**src/verilog/cache_settings.svh**
```systemverilog
`ifndef CACHE_SETTINGS_SVH
`define CACHE_SETTINGS_SVH

// ==========================================================================
// cache geometry
// ==========================================================================

`define CACHE_WAYS 4
`define CACHE_SETS 64
`define CACHE_LINE_BYTES 8
`define CACHE_ADR_W 16

// minimum number of cycles between two update-port requests
`define CACHE_UPD_GAP 4

// address field widths follow from the geometry above
`define CACHE_OFS_W $clog2(`CACHE_LINE_BYTES)
`define CACHE_IDX_W $clog2(`CACHE_SETS)
`define CACHE_TAG_W (`CACHE_ADR_W - `CACHE_IDX_W - `CACHE_OFS_W)

`endif

```
**src/verilog/cache_pkg.sv**
```systemverilog
`default_nettype none
`include "cache_settings.svh"

package cache_pkg;

	// byte address and its fields, laid out as tag | index | offset
	typedef logic [`CACHE_ADR_W-1:0] adr_t;
	typedef logic [`CACHE_IDX_W-1:0] index_t;
	typedef logic [`CACHE_TAG_W-1:0] tag_t;

	// one cache line and its byte enables
	typedef logic [`CACHE_LINE_BYTES*8-1:0] line_t;
	typedef logic [`CACHE_LINE_BYTES-1:0] sel_t;

	// a way holds its tag next to the line data
	typedef struct packed {
		tag_t tag;
		line_t data;
	} way_entry_t;

	// all ways of one set form a single RAM word, way 0 in the low bits
	typedef way_entry_t [`CACHE_WAYS-1:0] set_word_t;

	// one bit per way, used for valid and hit vectors
	typedef logic [`CACHE_WAYS-1:0] way_vec_t;

	function automatic index_t adr_index(input adr_t adr);
		return adr[`CACHE_OFS_W +: `CACHE_IDX_W];
	endfunction

	function automatic tag_t adr_tag(input adr_t adr);
		return adr[`CACHE_ADR_W-1 -: `CACHE_TAG_W];
	endfunction

endpackage

`default_nettype wire

```
**src/verilog/tag_match.sv**
```systemverilog
`default_nettype none
`include "cache_settings.svh"

module tag_match (
	input wire logic wclk,
	input wire logic rst,
	input wire logic req,
	input wire cache_pkg::adr_t adr,
	input wire cache_pkg::set_word_t word,
	input wire cache_pkg::way_vec_t valid,
	output logic strobe,
	output cache_pkg::adr_t adr_q,
	output cache_pkg::way_vec_t hit
);

	import cache_pkg::*;

	// first stage, taken on the same edge that starts the RAM read
	logic req_r;
	adr_t adr_r;
	way_vec_t valid_r;
	// per-way compare of the RAM word against the first-stage address
	way_vec_t match;

	always_ff @(posedge wclk) begin
		if (rst) begin
			req_r <= 1'b0;
			strobe <= 1'b0;
			hit <= '0;
		end else begin
			req_r <= req;
			strobe <= req_r;
			hit <= match;
		end
	end

	// adr_r keeps the previous request address, so a request arriving right
	// behind another one does not overwrite the address still being compared
	always_ff @(posedge wclk) begin
		adr_r <= adr;
		valid_r <= valid;
		adr_q <= adr_r;
	end

	always_comb begin
		for (int w = 0; w < `CACHE_WAYS; w++)
			match[w] = valid_r[w] && (word[w].tag == adr_tag(adr_r));
	end

	// a tag is only loaded after it missed, so no set may hold it twice
	a_hit_onehot: assert property (@(posedge wclk) disable iff (rst) $onehot0(hit));

endmodule

`default_nettype wire

```
**src/verilog/line_update.sv**
```systemverilog
`default_nettype none
`include "cache_settings.svh"

module line_update (
	input wire logic wclk,
	input wire logic rst,
	input wire logic ld_req,
	input wire cache_pkg::adr_t ld_adr,
	input wire cache_pkg::line_t ld_dat,
	input wire logic wr_req,
	input wire cache_pkg::adr_t wr_adr,
	input wire cache_pkg::sel_t wr_sel,
	input wire cache_pkg::line_t wr_dat,
	input wire cache_pkg::set_word_t upd_word,
	input wire cache_pkg::way_vec_t upd_valid,
	output cache_pkg::index_t upd_rd_index,
	output logic ram_we,
	output cache_pkg::index_t ram_index,
	output cache_pkg::set_word_t ram_word,
	output logic ld_we,
	output logic hit_we,
	output cache_pkg::way_vec_t hit_way,
	output logic wr_ack
);

	import cache_pkg::*;

	logic upd_req;
	adr_t req_adr;
	// kind of the update in flight, set for a load and clear for a write
	logic is_ld;
	line_t ld_line;
	sel_t wr_sel_q;
	line_t wr_line;
	logic strobe;
	adr_t adr_q;
	way_vec_t hit;
	set_word_t word_q;
	set_word_t next_word;

	// loads and writes share one set lookup
	assign upd_req = ld_req || wr_req;
	assign req_adr = ld_req ? ld_adr : wr_adr;
	assign upd_rd_index = adr_index(req_adr);

	tag_match u_match (
		.wclk(wclk),
		.rst(rst),
		.req(upd_req),
		.adr(req_adr),
		.word(upd_word),
		.valid(upd_valid),
		.strobe(strobe),
		.adr_q(adr_q),
		.hit(hit)
	);

	// ======================================================================
	// request capture
	// ======================================================================

	always_ff @(posedge wclk) begin
		if (rst)
			is_ld <= 1'b0;
		else if (upd_req)
			is_ld <= ld_req;
	end

	// only one update is in flight, so data may sit here until it is written
	always_ff @(posedge wclk) begin
		if (upd_req) begin
			ld_line <= ld_dat;
			wr_sel_q <= wr_sel;
			wr_line <= wr_dat;
		end
		word_q <= upd_word;
	end

	// ======================================================================
	// new set word
	// ======================================================================

	always_comb begin
		next_word = word_q;
		if (is_ld) begin
			// shift ways down one place, the new line takes way 0
			for (int w = `CACHE_WAYS - 1; w > 0; w--)
				next_word[w] = word_q[w-1];
			next_word[0].tag = adr_tag(adr_q);
			next_word[0].data = ld_line;
		end else begin
			// merge the enabled bytes into the hitting way, the tag is unchanged
			for (int w = 0; w < `CACHE_WAYS; w++)
				for (int b = 0; b < `CACHE_LINE_BYTES; b++)
					if (hit[w] && wr_sel_q[b])
						next_word[w].data[b*8 +: 8] = wr_line[b*8 +: 8];
		end
	end

	// write stage, a write miss leaves RAM and valid bits alone
	always_ff @(posedge wclk) begin
		if (rst) begin
			ram_we <= 1'b0;
			ld_we <= 1'b0;
			hit_we <= 1'b0;
			wr_ack <= 1'b0;
		end else begin
			ram_we <= strobe && (is_ld || (|hit));
			ld_we <= strobe && is_ld;
			hit_we <= strobe && !is_ld && (|hit);
			wr_ack <= strobe && !is_ld;
		end
	end

	always_ff @(posedge wclk) begin
		ram_index <= adr_index(adr_q);
		ram_word <= next_word;
		hit_way <= hit;
	end

	// the pipeline holds a single update, so requests must keep their distance
	a_upd_gap: assert property (@(posedge wclk) disable iff (rst)
		upd_req |=> !upd_req [* (`CACHE_UPD_GAP - 1)]);
	a_no_collide: assert property (@(posedge wclk) disable iff (rst) !(ld_req && wr_req));

endmodule

`default_nettype wire

```
**config.mk**
```make
export PLATFORM = sky130hd
export DESIGN_NAME = line_update
export DESIGN_NICKNAME = d
export VERILOG_FILES = /design/src/verilog/cache_pkg.sv /design/src/verilog/tag_match.sv /design/src/verilog/line_update.sv
export VERILOG_INCLUDE_DIRS = /design/src /design/src/verilog
export SDC_FILE = /design/constraint.sdc
export NUM_CORES = 1
export LEC_CHECK = 0
export BUFFER_PORTS_ARGS = -buffer_cell sky130_fd_sc_hd__clkbuf_2
export CORE_AREA = 2 2 297 299
export DETAILED_ROUTE_END_ITERATION = 10
export DIE_AREA = 0 0 299 301
export SYNTH_ARGS = -nofsm -noshare
export SYNTH_HDL_FRONTEND = slang
export SYNTH_SLANG_ARGS = --single-unit
```
**constraint.sdc**
```tcl
create_clock -name wclk -period 2.51 [get_ports wclk]
set_input_delay 0 -clock wclk [delete_from_list [all_inputs] [get_ports wclk]]
set_output_delay 0 -clock wclk [all_outputs]
set_load 0.02 [all_outputs]
```
==> results of run 1 <==
-- synth_stat cells --
cell / number / area (um^2)
sky130_fd_sc_hd__dfxtp_1: 619 / 12400
sky130_fd_sc_hd__buf_4: 12 / 90.1
sky130_fd_sc_hd__buf_6: 1 / 11.3
sky130_fd_sc_hd__nor4_1: 4 / 25.0
sky130_fd_sc_hd__mux2i_1: 256 / 2560
sky130_fd_sc_hd__nand2_1: 256 / 961
sky130_fd_sc_hd__and2_1: 1 / 6.26
sky130_fd_sc_hd__nor2_1: 5 / 18.8
sky130_fd_sc_hd__a21oi_1: 1 / 5.00
sky130_fd_sc_hd__mux2_2: 41 / 462
sky130_fd_sc_hd__or4_4: 1 / 11.3
sky130_fd_sc_hd__inv_2: 1 / 3.75
sky130_fd_sc_hd__or2_2: 1 / 6.26
sky130_fd_sc_hd__edfxtp_1: 136 / 4080
sky130_fd_sc_hd__clkbuf_1: 12 / 45.0
sky130_fd_sc_hd__o21ai_0: 209 / 1050
sky130_fd_sc_hd__nand2_2: 32 / 200
sky130_fd_sc_hd__nand4_1: 4 / 25.0
sky130_fd_sc_hd__nor2b_1: 2 / 12.5
sky130_fd_sc_hd__nand3b_1: 4 / 30.0
sky130_fd_sc_hd__xnor2_1: 20 / 175
sky130_fd_sc_hd__nand2b_1: 1 / 6.26
sky130_fd_sc_hd__xor2_1: 8 / 70.1
sky130_fd_sc_hd__buf_1: 25 / 93.8
sky130_fd_sc_hd__buf_8: 1 / 15.0
sky130_fd_sc_hd__o21ai_1: 47 / 235
sky130_fd_sc_hd__inv_1: 1 / 3.75
sky130_fd_sc_hd__buf_2: 23 / 115
-- worst min-delay path by stage --
stage,startpoint,end,depth (start not counted)
floorplan,upd_valid[0],u_match.valid_r[0],0
global placement,upd_word[72],word_q[72],1
detailed placement,upd_word[72],word_q[72],1
CTS,upd_word[240],word_q[240],2
global route,upd_word[26],word_q[26],2
finish,upd_word[26],word_q[26],2
-- metal layers --
layer / up-vias / wire length (um) / GRT usage
met1: 8850 / 33500 / 0.207
met3: 215 / 4900 / 0.0444
met5: - / 13 / 0
li1: 8870 / - / -
met2: 692 / 41700 / 0.309
met4: 2 / 3430 / 0.0798
-- worst max-delay path, delay by kind of cell, from the launching register on --
family	cells	cell delay, ps
buffers and inverters	2	1120
DFF	1	540
AOI/OAI and AO/OA	1	100
and+or+nand+nor	1	100
-- final cells by class --
cell class                      count  area, um^2
Clock buffer                      119        2390
Sequential cell                   755       16500
Inverter                            2        7.51
Multi-Input combinational cell    893        5860
Antenna cell                        5        12.5
Tap cell                         1155        1450
Fill cell                        7771       49100
Clock inverter                     27         292
Timing Repair Buffer             1460       10900
-- what timing repair did --
item                                   CTS  global route
buffers inserted                         0             0
hold buffers                           679             3
endpoints found under the hold margin  448             3
setup endpoints to repair                0             0
-- cells by family (layout without fill, tap and decap cells) --
group	count (synthesis)	in the layout	share of synthesized area
xor+xnor	28	28	0.0108
flops	755	755	0.725
other cells	0	5	0
compound gates	257	257	0.0566
simple gates	311	311	0.0573
mux	297	297	0.133
buf+inv	76	1608	0.0166
-- state kept, by name, indices dropped and copies added (netlist names), 6 cells and up --
register and count:
ld_line 64, wr_line 64, word_q 284, u_match.adr_q 13, u_match.adr_r 13, wr_sel_q 8
ram_index 6, ram_word 284
-- power by group through the flow --
stage	registers (W)	logic [W]	clock network, W
after CTS	0.0138	0.00315	0.0122
after detailed placement	0.0140	0.00227	0
after global routing	0.0139	0.00340	0.0127
after floorplan	0.0144	0.000640	0
final	0.0138	0.00320	0.0120
after global placement	0.0140	0.00225	0
-- stage by stage --
step                instances  total power (W)  setup slack [ps]  hold WS, ps
floorplan                1724           0.0151               149         27.7
global placement         3583           0.0163               647          103
detailed placement       3583           0.0163               616          104
CTS                      4408           0.0292               591       0.0860
global route             4416           0.0301               531        -3.95
finish                   4416           0.0290               590         32.2
==> impl_table.tex, run 1 <==
\begin{tabular}{lr}
\hline
Metric & Value \\
\hline
\multicolumn{2}{l}{\textbf{Setup path}} \\
\quad Largest fanout on the critical path & 17 \\
\quad Stage delay of the slowest cell on the critical path & $\sim$560 ps \\
\quad Worst Setup EP & is\_ld \\
\quad Cell with the largest stage delay on the worst path & sky130\_fd\_sc\_hd\_\_dlygate4sd3\_1 \\
\quad Data required time at the worst endpoint & slightly above 3000 ps \\
\quad Worst R2R Path Depth & 4 \\
\quad Worst reg2reg setup slack & 590 ps \\
\quad Startpoint of the lowest-slack register-to-register path & is\_ld \\
\quad Kind of launch point of the worst setup path & flop \\
\quad Cell Chain, Critical Path & a21oi\_1 > dlygate4sd3\_1 > nor2\_1 > dlygate4sd3\_1 \\
\quad Crit path from & is\_ld \\
\quad Critical path endpoint category & flop \\
\quad Arrival time at the worst endpoint & around 2500 ps \\
\quad Critical path class & flop to flop \\
\quad Destination of the worst register-to-register timing path & is\_ld \\
\quad Top cell by count, worst path & sky130\_fd\_sc\_hd\_\_dlygate4sd3\_1 \\
\multicolumn{2}{l}{\textbf{Detailed routing}} \\
\quad Number of remaining DRC errors & 0 \\
\quad Post-DR wirelength/cell & between 15 and 20 um \\
\quad Final antenna-violating net count & 0 \\
\quad Via count of the routed design & 18600 \\
\quad Via-to-Cell Ratio & 4.22 \\
\quad Total Wirelength & about 84 mm \\
\quad Drt first pass iters & 5 \\
\quad Number of DRC violations after detailed-routing iteration 0 & approximately 950 \\
\multicolumn{2}{l}{\textbf{Global route}} \\
\quad Global-route wire length before repair & about 120 mm \\
\quad GR Util All Layers & 0.178 \\
\quad Number of global-route vias before repair & 19800 \\
\quad Number of antenna violations at the first check in global routing & 9 \\
\quad Maximum number of pins on one net before global-route repair & approximately 120 \\
\quad Total global routing overflow & 0 \\
\multicolumn{2}{l}{\textbf{Layout}} \\
\quad Share of post-route cells with drive strength above 1 & 0.302 \\
\quad Final \#Nets & between 3000 and 4000 \\
\quad Final standard cell utilization of the core & 0.432 \\
\quad Summed area of non-filler cells in the final layout & roughly 37000 um\^{}2 \\
\quad Area growth, synth to finish & 64.5\% \\
\quad Commonest cells after routing, fill and taps aside & sky130\_fd\_sc\_hd\_\_clkbuf\_2 (757), sky130\_fd\_sc\_hd\_\_dlygate4sd3\_1 (682), sky130\_fd\_sc\_hd\_\_dfxtp\_1 (615), sky130\_fd\_sc\_hd\_\_mux2i\_1 (256), sky130\_fd\_sc\_hd\_\_nand2\_1 (256) \\
\quad Most frequent standard cell in the layout excluding fill and tap cells & sky130\_fd\_sc\_hd\_\_clkbuf\_2 \\
\multicolumn{2}{l}{\textbf{Outcome}} \\
\quad Outcome & finished, final reports clean \\
\multicolumn{2}{l}{\textbf{Clock tree}} \\
\quad Htree depth & 3 \\
\quad Worst skew pair latency & between 600 and 700 ps \\
\quad Cts bufs inserted & 80 \\
\quad Number of clock sinks & between 700 and 800 \\
\quad CTS root buffer & sky130\_fd\_sc\_hd\_\_clkbuf\_16 \\
\quad Register clock-pin slew on the reported worst setup and hold paths & 60 ps \\
\quad Number of buffers between clock root and the deepest sink & 3 \\
\quad Clock tree from TritonCTS & done \\
\quad Number of gates given a new drive strength after cts & 0 \\
\multicolumn{2}{l}{\textbf{STA}} \\
\quad Slew of the pin with the lowest slew margin & $\sim$680 ps \\
\quad Part of the cycle the worst path needs & 0.765 \\
\quad Setup repair after global routing missed its margin & false \\
\quad Count of endpoints failing setup in the final report & 0 \\
\quad Aggregate negative setup slack & 0 ps \\
\quad Pins over their slew limit & 0 \\
\quad Tmin final & 1920 ps \\
\quad Number of hold-slack violations in the final timing report & 0 \\
\quad Worst slew margin & 0.547 \\
\quad Peak clock frequency supported by timing & about 520 MHz \\
\quad Clock skew after layout & between 15 and 20 ps \\
\multicolumn{2}{l}{\textbf{Yosys}} \\
\quad Synthesized instance count & roughly 1700 \\
\quad Syn nets & between 2000 and 2500 \\
\quad Ys Warns & 0 \\
\quad Post-synthesis sequential element count & around 760 \\
\quad Post-synthesis average cell area & 13.2 um\^{}2 \\
\quad Summed instance area of the synthesized netlist & approximately 23000 um\^{}2 \\
\quad Unique cell type count in the Yosys netlist & 28 \\
\quad Fraction of the yosys area taken by sequential cells & 0.725 \\
\multicolumn{2}{l}{\textbf{Die}} \\
\quad Horiz. Die Dim & $\sim$300 um \\
\quad Initial standard-cell utilization of the core & 0.263 \\
\quad Area of the die & 90000 um\^{}2 \\
\quad Height of the chip & roughly 300 um \\
\quad Count of pins on the block boundary & between 700 and 800 \\
\quad Std cell rows & about 110 \\
\quad Core Area & between 80000 and 90000 um\^{}2 \\
\multicolumn{2}{l}{\textbf{Power}} \\
\quad Leakage & about 18 nW \\
\quad Logic pwr share & 0.110 \\
\quad Power density over the cells & between 700 and 800 nW/um\^{}2 \\
\quad Cell internal power dissipation & between 0.02 and 0.025 W \\
\quad Share of total power consumed by net switching & 0.242 \\
\quad Sequential Power Share & 0.476 \\
\quad Worst IR drop on VDD & $\sim$0.6 mV \\
\quad Switching pwr & 0.00702 W \\
\quad Clock share of power & 0.414 \\
\multicolumn{2}{l}{\textbf{Place}} \\
\quad Half-perimeter wire length of the detailed placement result & 54.9 mm \\
\quad Number of buffers inserted by port buffering & around 760 \\
\quad Routability Congestion & 0.873 \\
\quad Area after detailed placement & between 20000 and 30000 um\^{}2 \\
\multicolumn{2}{l}{\textbf{Flow run}} \\
\quad Max-cap violation count & 0 \\
\multicolumn{2}{l}{\textbf{Worst hold path}} \\
\quad Type of the worst min-delay path & input port to flop \\
\hline
\end{tabular}
Note: power is estimated with default switching activity, not from simulation.
==> run 2, diff against run 1 <==
Settings changed: ABC_AREA set to 1, CORE_AREA 2 2 297 299 to 2 2 296 298, DIE_AREA 0 0 299 301 to 0 0 298 300.
Clock period 2.51 ns to 1.9 ns, I/O delays scaled along.
==> impl_table.tex, run 2 <==
\begin{tabular}{lr}
\hline
Metric & Value \\
\hline
\multicolumn{2}{l}{\textbf{Yosys}} \\
\quad Ys Warns & 0 \\
\quad Number of flops mapped to enable cells by yosys & around 140 \\
\quad Share of the synthesized area in the top cell type & 0.546 \\
\quad Summed instance area of the synthesized netlist & between 20000 and 25000 um\^{}2 \\
\quad Synth area leader & sky130\_fd\_sc\_hd\_\_dfxtp\_1 \\
\quad Unique cell type count in the Yosys netlist & 16 \\
\quad Most frequent cells after synthesis & sky130\_fd\_sc\_hd\_\_nand2\_1 (750), sky130\_fd\_sc\_hd\_\_dfxtp\_1 (619), sky130\_fd\_sc\_hd\_\_nor2\_1 (289), sky130\_fd\_sc\_hd\_\_a31oi\_1 (256), sky130\_fd\_sc\_hd\_\_edfxtp\_1 (136) \\
\quad Syn nets & 2674 \\
\quad Proportion of synthesized flip-flops having asynchronous set or reset & 0 \\
\quad Synthesized instance count & between 2000 and 2500 \\
\quad Area contributors post-synth & sky130\_fd\_sc\_hd\_\_dfxtp\_1 (55\%), sky130\_fd\_sc\_hd\_\_edfxtp\_1 (18\%), sky130\_fd\_sc\_hd\_\_nand2\_1 (12\%), sky130\_fd\_sc\_hd\_\_a31oi\_1 (7.1\%), sky130\_fd\_sc\_hd\_\_nor2\_1 (4.8\%) \\
\quad Main flop type after synthesis & sky130\_fd\_sc\_hd\_\_dfxtp\_1 \\
\quad Post-synthesis sequential element count & $\sim$760 \\
\quad Fraction of the yosys area taken by sequential cells & 0.726 \\
\quad Post-synthesis average cell area & approximately 10 um\^{}2 \\
\quad Most common cell in the netlist & sky130\_fd\_sc\_hd\_\_nand2\_1 \\
\multicolumn{2}{l}{\textbf{Power}} \\
\quad Switching pwr & approximately 0.01 W \\
\quad Sequential Power Share & 0.468 \\
\quad Cell internal power dissipation & between 0.02 and 0.03 W \\
\quad Logic pwr share & 0.116 \\
\quad Share of total power consumed by net switching & 0.257 \\
\quad Worst IR drop on VDD & 0.854 mV \\
\quad Clock share of power & 0.415 \\
\quad Leakage & $\sim$18 nW \\
\quad Power density over the cells & 1020 nW/um\^{}2 \\
\multicolumn{2}{l}{\textbf{Layout}} \\
\quad Largest registers & ram\_word x284, word\_q x284 \\
\quad Number of filler cells placed in the layout & approximately 8000 \\
\quad Final \#Nets & roughly 4200 \\
\quad Final standard cell utilization of the core & 0.445 \\
\quad Share of post-route cells with drive strength above 1 & 0.249 \\
\quad Most frequent standard cell in the layout excluding fill and tap cells & sky130\_fd\_sc\_hd\_\_clkbuf\_2 \\
\quad Commonest cells after routing, fill and taps aside & sky130\_fd\_sc\_hd\_\_clkbuf\_2 (757), sky130\_fd\_sc\_hd\_\_nand2\_1 (749), sky130\_fd\_sc\_hd\_\_dlygate4sd3\_1 (739), sky130\_fd\_sc\_hd\_\_dfxtp\_1 (619), sky130\_fd\_sc\_hd\_\_nor2\_1 (289) \\
\quad Area growth, synth to finish & 69.0\% \\
\multicolumn{2}{l}{\textbf{Detailed routing}} \\
\quad Length of routed met3 wiring & approximately 7.2 mm \\
\quad Uppermost layer routed & met5 \\
\quad Post-DR wirelength/cell & between 15 and 20 um \\
\quad Via-to-Cell Ratio & approximately 4.4 \\
\quad Number of DRC violations after detailed-routing iteration 0 & approximately 1400 \\
\quad Via count of the routed design & approximately 22000 \\
\quad Final antenna-violating net count & 0 \\
\quad Number of remaining DRC errors & 0 \\
\quad Drt first pass iters & 6 \\
\quad Routed length on met1 & $\sim$37 mm \\
\quad Total Wirelength & 95.1 mm \\
\quad Total met2 wirelength after detailed routing & $\sim$45 mm \\
\multicolumn{2}{l}{\textbf{Die}} \\
\quad Height of the chip & approximately 300 um \\
\quad Initial standard-cell utilization of the core & 0.263 \\
\quad Count of pins on the block boundary & approximately 760 \\
\quad Horiz. Die Dim & between 200 and 300 um \\
\quad Core Area & about 86000 um\^{}2 \\
\quad Area of the die & between 80000 and 90000 um\^{}2 \\
\quad Std cell rows & about 110 \\
\multicolumn{2}{l}{\textbf{Worst hold path}} \\
\quad Type of the worst min-delay path & input port to flop \\
\multicolumn{2}{l}{\textbf{Clock tree}} \\
\quad Register clock-pin slew on the reported worst setup and hold paths & 70 ps \\
\quad CTS root buffer & sky130\_fd\_sc\_hd\_\_clkbuf\_16 \\
\quad Number of buffers between clock root and the deepest sink & 3 \\
\quad Cts bufs inserted & between 80 and 90 \\
\quad Worst skew pair latency & about 650 ps \\
\quad Number of clock sinks & roughly 760 \\
\quad Clock tree from TritonCTS & done \\
\quad Number of gates given a new drive strength after cts & 0 \\
\quad Htree depth & 3 \\
\multicolumn{2}{l}{\textbf{STA}} \\
\quad Aggregate negative setup slack & 0 ps \\
\quad Part of the cycle the worst path needs & 0.873 \\
\quad Number of hold-slack violations in the final timing report & 0 \\
\quad Clock skew after layout & 28.3 ps \\
\quad Worst slew margin & 0.635 \\
\quad Setup repair after global routing missed its margin & false \\
\quad Pins over their slew limit & 0 \\
\quad Count of endpoints failing setup in the final report & 0 \\
\quad Slew of the pin with the lowest slew margin & around 550 ps \\
\quad Peak clock frequency supported by timing & roughly 600 MHz \\
\quad Final hold slack & 57.1 ps \\
\quad Tmin final & about 1700 ps \\
\multicolumn{2}{l}{\textbf{Global route}} \\
\quad GR Util All Layers & 0.206 \\
\quad Total global routing overflow & 0 \\
\quad Maximum number of pins on one net before global-route repair & 44 \\
\quad Number of antenna violations at the first check in global routing & 10 \\
\quad Global-route wire length before repair & about 140 mm \\
\quad Number of global-route vias before repair & roughly 23000 \\
\multicolumn{2}{l}{\textbf{Setup path}} \\
\quad Critical path class & flop to flop \\
\quad Data required time at the worst endpoint & around 2500 ps \\
\quad Stage delay of the slowest cell on the critical path & between 500 and 600 ps \\
\quad Critical path endpoint category & flop \\
\quad Largest fanout on the critical path & 31 \\
\quad Cell with the largest stage delay on the worst path & sky130\_fd\_sc\_hd\_\_dlygate4sd3\_1 \\
\quad Arrival time at the worst endpoint & 2230 ps \\
\quad Cell Chain, Critical Path & buf\_4 > nand2\_1 > a21oi\_1 > dlygate4sd3\_1 \\
\quad Kind of launch point of the worst setup path & flop \\
\multicolumn{2}{l}{\textbf{Flow run}} \\
\quad Max-cap violation count & 0 \\
\multicolumn{2}{l}{\textbf{Place}} \\
\quad Number of buffers inserted by port buffering & approximately 760 \\
\quad Half-perimeter wire length of the detailed placement result & about 62 mm \\
\quad Routability Congestion & between 0.9 and 1 \\
\multicolumn{2}{l}{\textbf{Outcome}} \\
\quad Outcome & finished, final reports clean \\
\hline
\end{tabular}
## run 2: repair_timing
item | CTS | global route
endpoints found under the hold margin | 448 | 0
setup buffers | 0 | 0
hold buffers | 739 | 0
## run 2: power groups by stage
stage	Clock [W]	Combinational [W]	Sequential [W]
floorplan	0	0.000941	0.0191
global placement	0	0.00318	0.0186
detailed placement	0	0.00320	0.0186
CTS	0.0165	0.00444	0.0182
global route	0.0172	0.00485	0.0184
finish	0.0162	0.00454	0.0183
## run 2: critical path: cells and delay by family (launching register included)
kind / cells / cell delay [ps]
simple gates: 1 / 100
buf+inv: 2 / 940
flops: 1 / 430
compound gates: 1 / 120
## run 2: cells by family after synthesis
| family | share of synthesized area |
|---|---|
| compound gates | 0.0721 |
| buf+inv | 0.0295 |
| simple gates | 0.172 |
| flops | 0.726 |
## run 2: cell type report
type | instances | area [um^2] | area share
clock buffer | 116 | 2340 | 0.0610
antenna | 9 | 22.5 | 0.000587
clock inverter | 36 | 409 | 0.0107
sequential | 755 | 16500 | 0.430
timing repair buffer | 1559 | 11800 | 0.308
multi-input combinational | 1304 | 5560 | 0.145
inverter | 78 | 300 | 0.00783
tap | 1155 | 1450 | 0.0377
## run 2: worst paths after layout
| check | slack, ps | startpoint | depth (start not counted) | end |
|---|---|---|---|---|
| min | 60 | upd_word[71] | 2 | word_q[71] |
| max reg2reg | 240 | is_ld | 4 | is_ld |
| min reg2reg | 330 | u_match.adr_r[4] | 0 | u_match.adr_q[4] |
| max | 240 | is_ld | 4 | is_ld |
## run 2: stage by stage
step                area (um^2)  power (W)  cells  worst slack [ps]
detailed placement        28200     0.0218   4112               363
floorplan                 22700     0.0200   2214               221
global placement          28200     0.0218   4112               415
global route              38300     0.0405   5007               165
finish                    38400     0.0391   5012               241
CTS                       38300     0.0392   5003               270
## run 2: routing by layer
layer	vias to the layer above	GRT usage
li1	10400	-
met1	10500	0.238
met2	1112	0.350
met3	333	0.0517
met4	4	0.116
met5	-	0
==> run 3, diff against run 2 <==
--- a/config.mk
+++ b/config.mk
@@ -9,3 +9,2 @@
 export ABC_AREA = 1
-export BUFFER_PORTS_ARGS = -buffer_cell sky130_fd_sc_hd__clkbuf_2
 export CORE_AREA = 2 2 296 298
@@ -13,2 +12,3 @@
 export DIE_AREA = 0 0 298 300
+export DONT_BUFFER_PORTS = 1
 export SYNTH_ARGS = -nofsm -noshare
==> constraint.sdc (replaced) <==
create_clock -name wclk -period 1.9 [get_ports wclk]
set_input_delay 0.285 -clock wclk [delete_from_list [all_inputs] [get_ports wclk]]
set_output_delay 0.285 -clock wclk [all_outputs]
set_load 0.02 [all_outputs]
==> impl_table.tex, run 3 (synthesized netlist as in run 2, its figures left out) <==
\begin{tabular}{lr}
\hline
Metric & Value \\
\hline
\multicolumn{2}{l}{\textbf{STA}} \\
\quad Slew of the pin with the lowest slew margin & approximately 700 ps \\
\quad Setup repair after global routing missed its margin & false \\
\quad Peak clock frequency supported by timing & between 500 and 600 MHz \\
\quad Tmin final & 1760 ps \\
\quad Worst slew margin & 0.535 \\
\quad Final hold slack & around 190 ps \\
\quad Pins over their slew limit & 0 \\
\quad Aggregate negative setup slack & 0 ps \\
\quad Part of the cycle the worst path needs & 0.928 \\
\quad Count of endpoints failing setup in the final report & 0 \\
\quad Number of hold-slack violations in the final timing report & 0 \\
\quad Clock skew after layout & $\sim$18 ps \\
\multicolumn{2}{l}{\textbf{Layout}} \\
\quad Number of filler cells placed in the layout & between 8000 and 9000 \\
\quad Largest registers & ram\_word x284, word\_q x284 \\
\quad Share of post-route cells with drive strength above 1 & 0.0735 \\
\quad Most frequent standard cell in the layout excluding fill and tap cells & sky130\_fd\_sc\_hd\_\_nand2\_1 \\
\quad Final \#Nets & about 3200 \\
\quad Commonest cells after routing, fill and taps aside & sky130\_fd\_sc\_hd\_\_nand2\_1 (749), sky130\_fd\_sc\_hd\_\_dfxtp\_1 (619), sky130\_fd\_sc\_hd\_\_dlygate4sd3\_1 (455), sky130\_fd\_sc\_hd\_\_nor2\_1 (289), sky130\_fd\_sc\_hd\_\_a31oi\_1 (256) \\
\quad Area growth, synth to finish & 39.8\% \\
\multicolumn{2}{l}{\textbf{Detailed routing}} \\
\quad Via-to-Cell Ratio & $\sim$4.5 \\
\quad Total Wirelength & between 80 and 90 mm \\
\quad Number of remaining DRC errors & 0 \\
\quad Post-DR wirelength/cell & between 20 and 25 um \\
\quad Final antenna-violating net count & 0 \\
\quad Number of DRC violations after detailed-routing iteration 0 & around 1400 \\
\quad Drt first pass iters & 6 \\
\quad Via count of the routed design & 17900 \\
\multicolumn{2}{l}{\textbf{Global route}} \\
\quad Global-route wire length before repair & between 100 and 150 mm \\
\quad Number of antenna violations at the first check in global routing & 12 \\
\quad Maximum number of pins on one net before global-route repair & 71 \\
\quad Total global routing overflow & 0 \\
\quad GR Util All Layers & 0.177 \\
\quad Number of global-route vias before repair & around 18000 \\
\multicolumn{2}{l}{\textbf{Setup path}} \\
\quad Critical path endpoint category & flop \\
\quad Cell Chain, Critical Path & dlygate4sd3\_1 > nand2\_1 > dlygate4sd3\_1 > nand2\_1 > dlygate4sd3\_1 \\
\quad Arrival time at the worst endpoint & $\sim$2300 ps \\
\quad Critical path class & input port to flop \\
\quad Cell with the largest stage delay on the worst path & sky130\_fd\_sc\_hd\_\_dlygate4sd3\_1 \\
\quad Stage delay of the slowest cell on the critical path & approximately 800 ps \\
\quad Largest fanout on the critical path & 10 \\
\quad Top cell by count, worst path & sky130\_fd\_sc\_hd\_\_dlygate4sd3\_1 \\
\quad Data required time at the worst endpoint & $\sim$2500 ps \\
\quad Kind of launch point of the worst setup path & input port \\
\multicolumn{2}{l}{\textbf{Clock tree}} \\
\quad Worst skew pair latency & about 640 ps \\
\quad Clock tree from TritonCTS & done \\
\quad Number of buffers between clock root and the deepest sink & 3 \\
\quad Number of clock sinks & 755 \\
\quad Register clock-pin slew on the reported worst setup and hold paths & $\sim$60 ps \\
\quad Number of gates given a new drive strength after cts & 0 \\
\quad Htree depth & 3 \\
\quad CTS root buffer & sky130\_fd\_sc\_hd\_\_clkbuf\_16 \\
\quad Cts bufs inserted & approximately 80 \\
\multicolumn{2}{l}{\textbf{Flow run}} \\
\quad Max-cap violation count & 0 \\
\multicolumn{2}{l}{\textbf{Place}} \\
\quad Half-perimeter wire length of the detailed placement result & 58.6 mm \\
\quad Number of buffers inserted by port buffering & 0 \\
\quad Routability Congestion & between 0.9 and 1 \\
\multicolumn{2}{l}{\textbf{Die}} \\
\quad Horiz. Die Dim & 298 um \\
\quad Core Area & between 80000 and 90000 um\^{}2 \\
\quad Initial standard-cell utilization of the core & 0.263 \\
\quad Height of the chip & roughly 300 um \\
\quad Count of pins on the block boundary & around 760 \\
\quad Area of the die & around 89000 um\^{}2 \\
\quad Std cell rows & $\sim$110 \\
\multicolumn{2}{l}{\textbf{Power}} \\
\quad Worst IR drop on VDD & 0.935 mV \\
\quad Leakage & $\sim$13 nW \\
\quad Power density over the cells & 1180 nW/um\^{}2 \\
\multicolumn{2}{l}{\textbf{Worst hold path}} \\
\quad Type of the worst min-delay path & input port to flop \\
\multicolumn{2}{l}{\textbf{Outcome}} \\
\quad Outcome & finished, final reports clean \\
\hline
\end{tabular}
run 3: changes by cell type in the layout (fill, tap and decap cells not counted), moves of 4 or more:
cell | before | now
sky130_fd_sc_hd__bufinv_16 | 4 | 9
sky130_fd_sc_hd__dlygate4sd3_1 | 739 | 455
sky130_fd_sc_hd__clkbuf_2 | 757 | 0
sky130_fd_sc_hd__clkbuf_8 | 14 | 10
sky130_fd_sc_hd__clkbuf_1 | 19 | 11
run 3: layout make-up:
type	count	area (um^2)	share of cell area
clock buffers	105	2280	0.0719
flip-flops and latches	755	16500	0.519
diodes	7	17.5	0.000552
well taps	1155	1450	0.0456
repair buffers	520	5170	0.163
clock inverters	41	474	0.0149
multi-input cells	1304	5560	0.175
inverters	78	300	0.00947
run 3: final timing paths:
kind                                       start                end  depth (start not counted)  slack [ps]
worst max register to register    u_match.hit[1]       ram_word[95]                          5         200
worst min register to register  u_match.adr_q[7]       ram_index[4]                          0         330
worst max-delay path                      ld_req  u_match.adr_r[12]                          5         140
worst min-delay path               upd_word[272]        word_q[272]                          1         190
run 3: layer usage:
metal / up-vias / track usage / part of all wire / routed length [um]
li1: 8321 / - / - / -
met1: 8350 / 0.207 / 0.39 / 32300
met2: 958 / 0.291 / 0.47 / 38900
met3: 244 / 0.0567 / 0.090 / 7400
met4: 8 / 0.0918 / 0.048 / 3950
met5: - / 0 / 0.00059 / 49
run 3: critical path: cells and delay by family:
| family | cells | cell delay (ps) |
|---|---|---|
| buffers and inverters | 3 | 1900 |
| AND/OR/NAND/NOR | 2 | 150 |
run 3: per-stage QoR:
step           power [W]  instances  cell area (um^2)  setup slack (ps)  utilization
5_1_grt           0.0387       3961             31700              41.6        0.368
2_1_floorplan     0.0200       2214             22700               179            -
4_1_cts           0.0378       3958             31700               109        0.368
6_report          0.0375       3965             31700               136        0.368
3_3_place_gp      0.0208       3357             24400               290        0.283
3_5_place_dp      0.0208       3357             24400               262        0.283
run 3: where the power goes:
part	internal, W	leakage (nW)	switching [W]	total [W]
Sequential	0.0176	6.60	0.00164	0.0192
Clock	0.00971	1.35	0.00648	0.0162
Combinational	0.00111	5.44	0.00103	0.00214
run 3: what timing repair did:
action | in CTS | in global routing
buffers inserted | 0 | 0
endpoints found under the hold margin | 448 | 0
hold buffers | 455 | 0
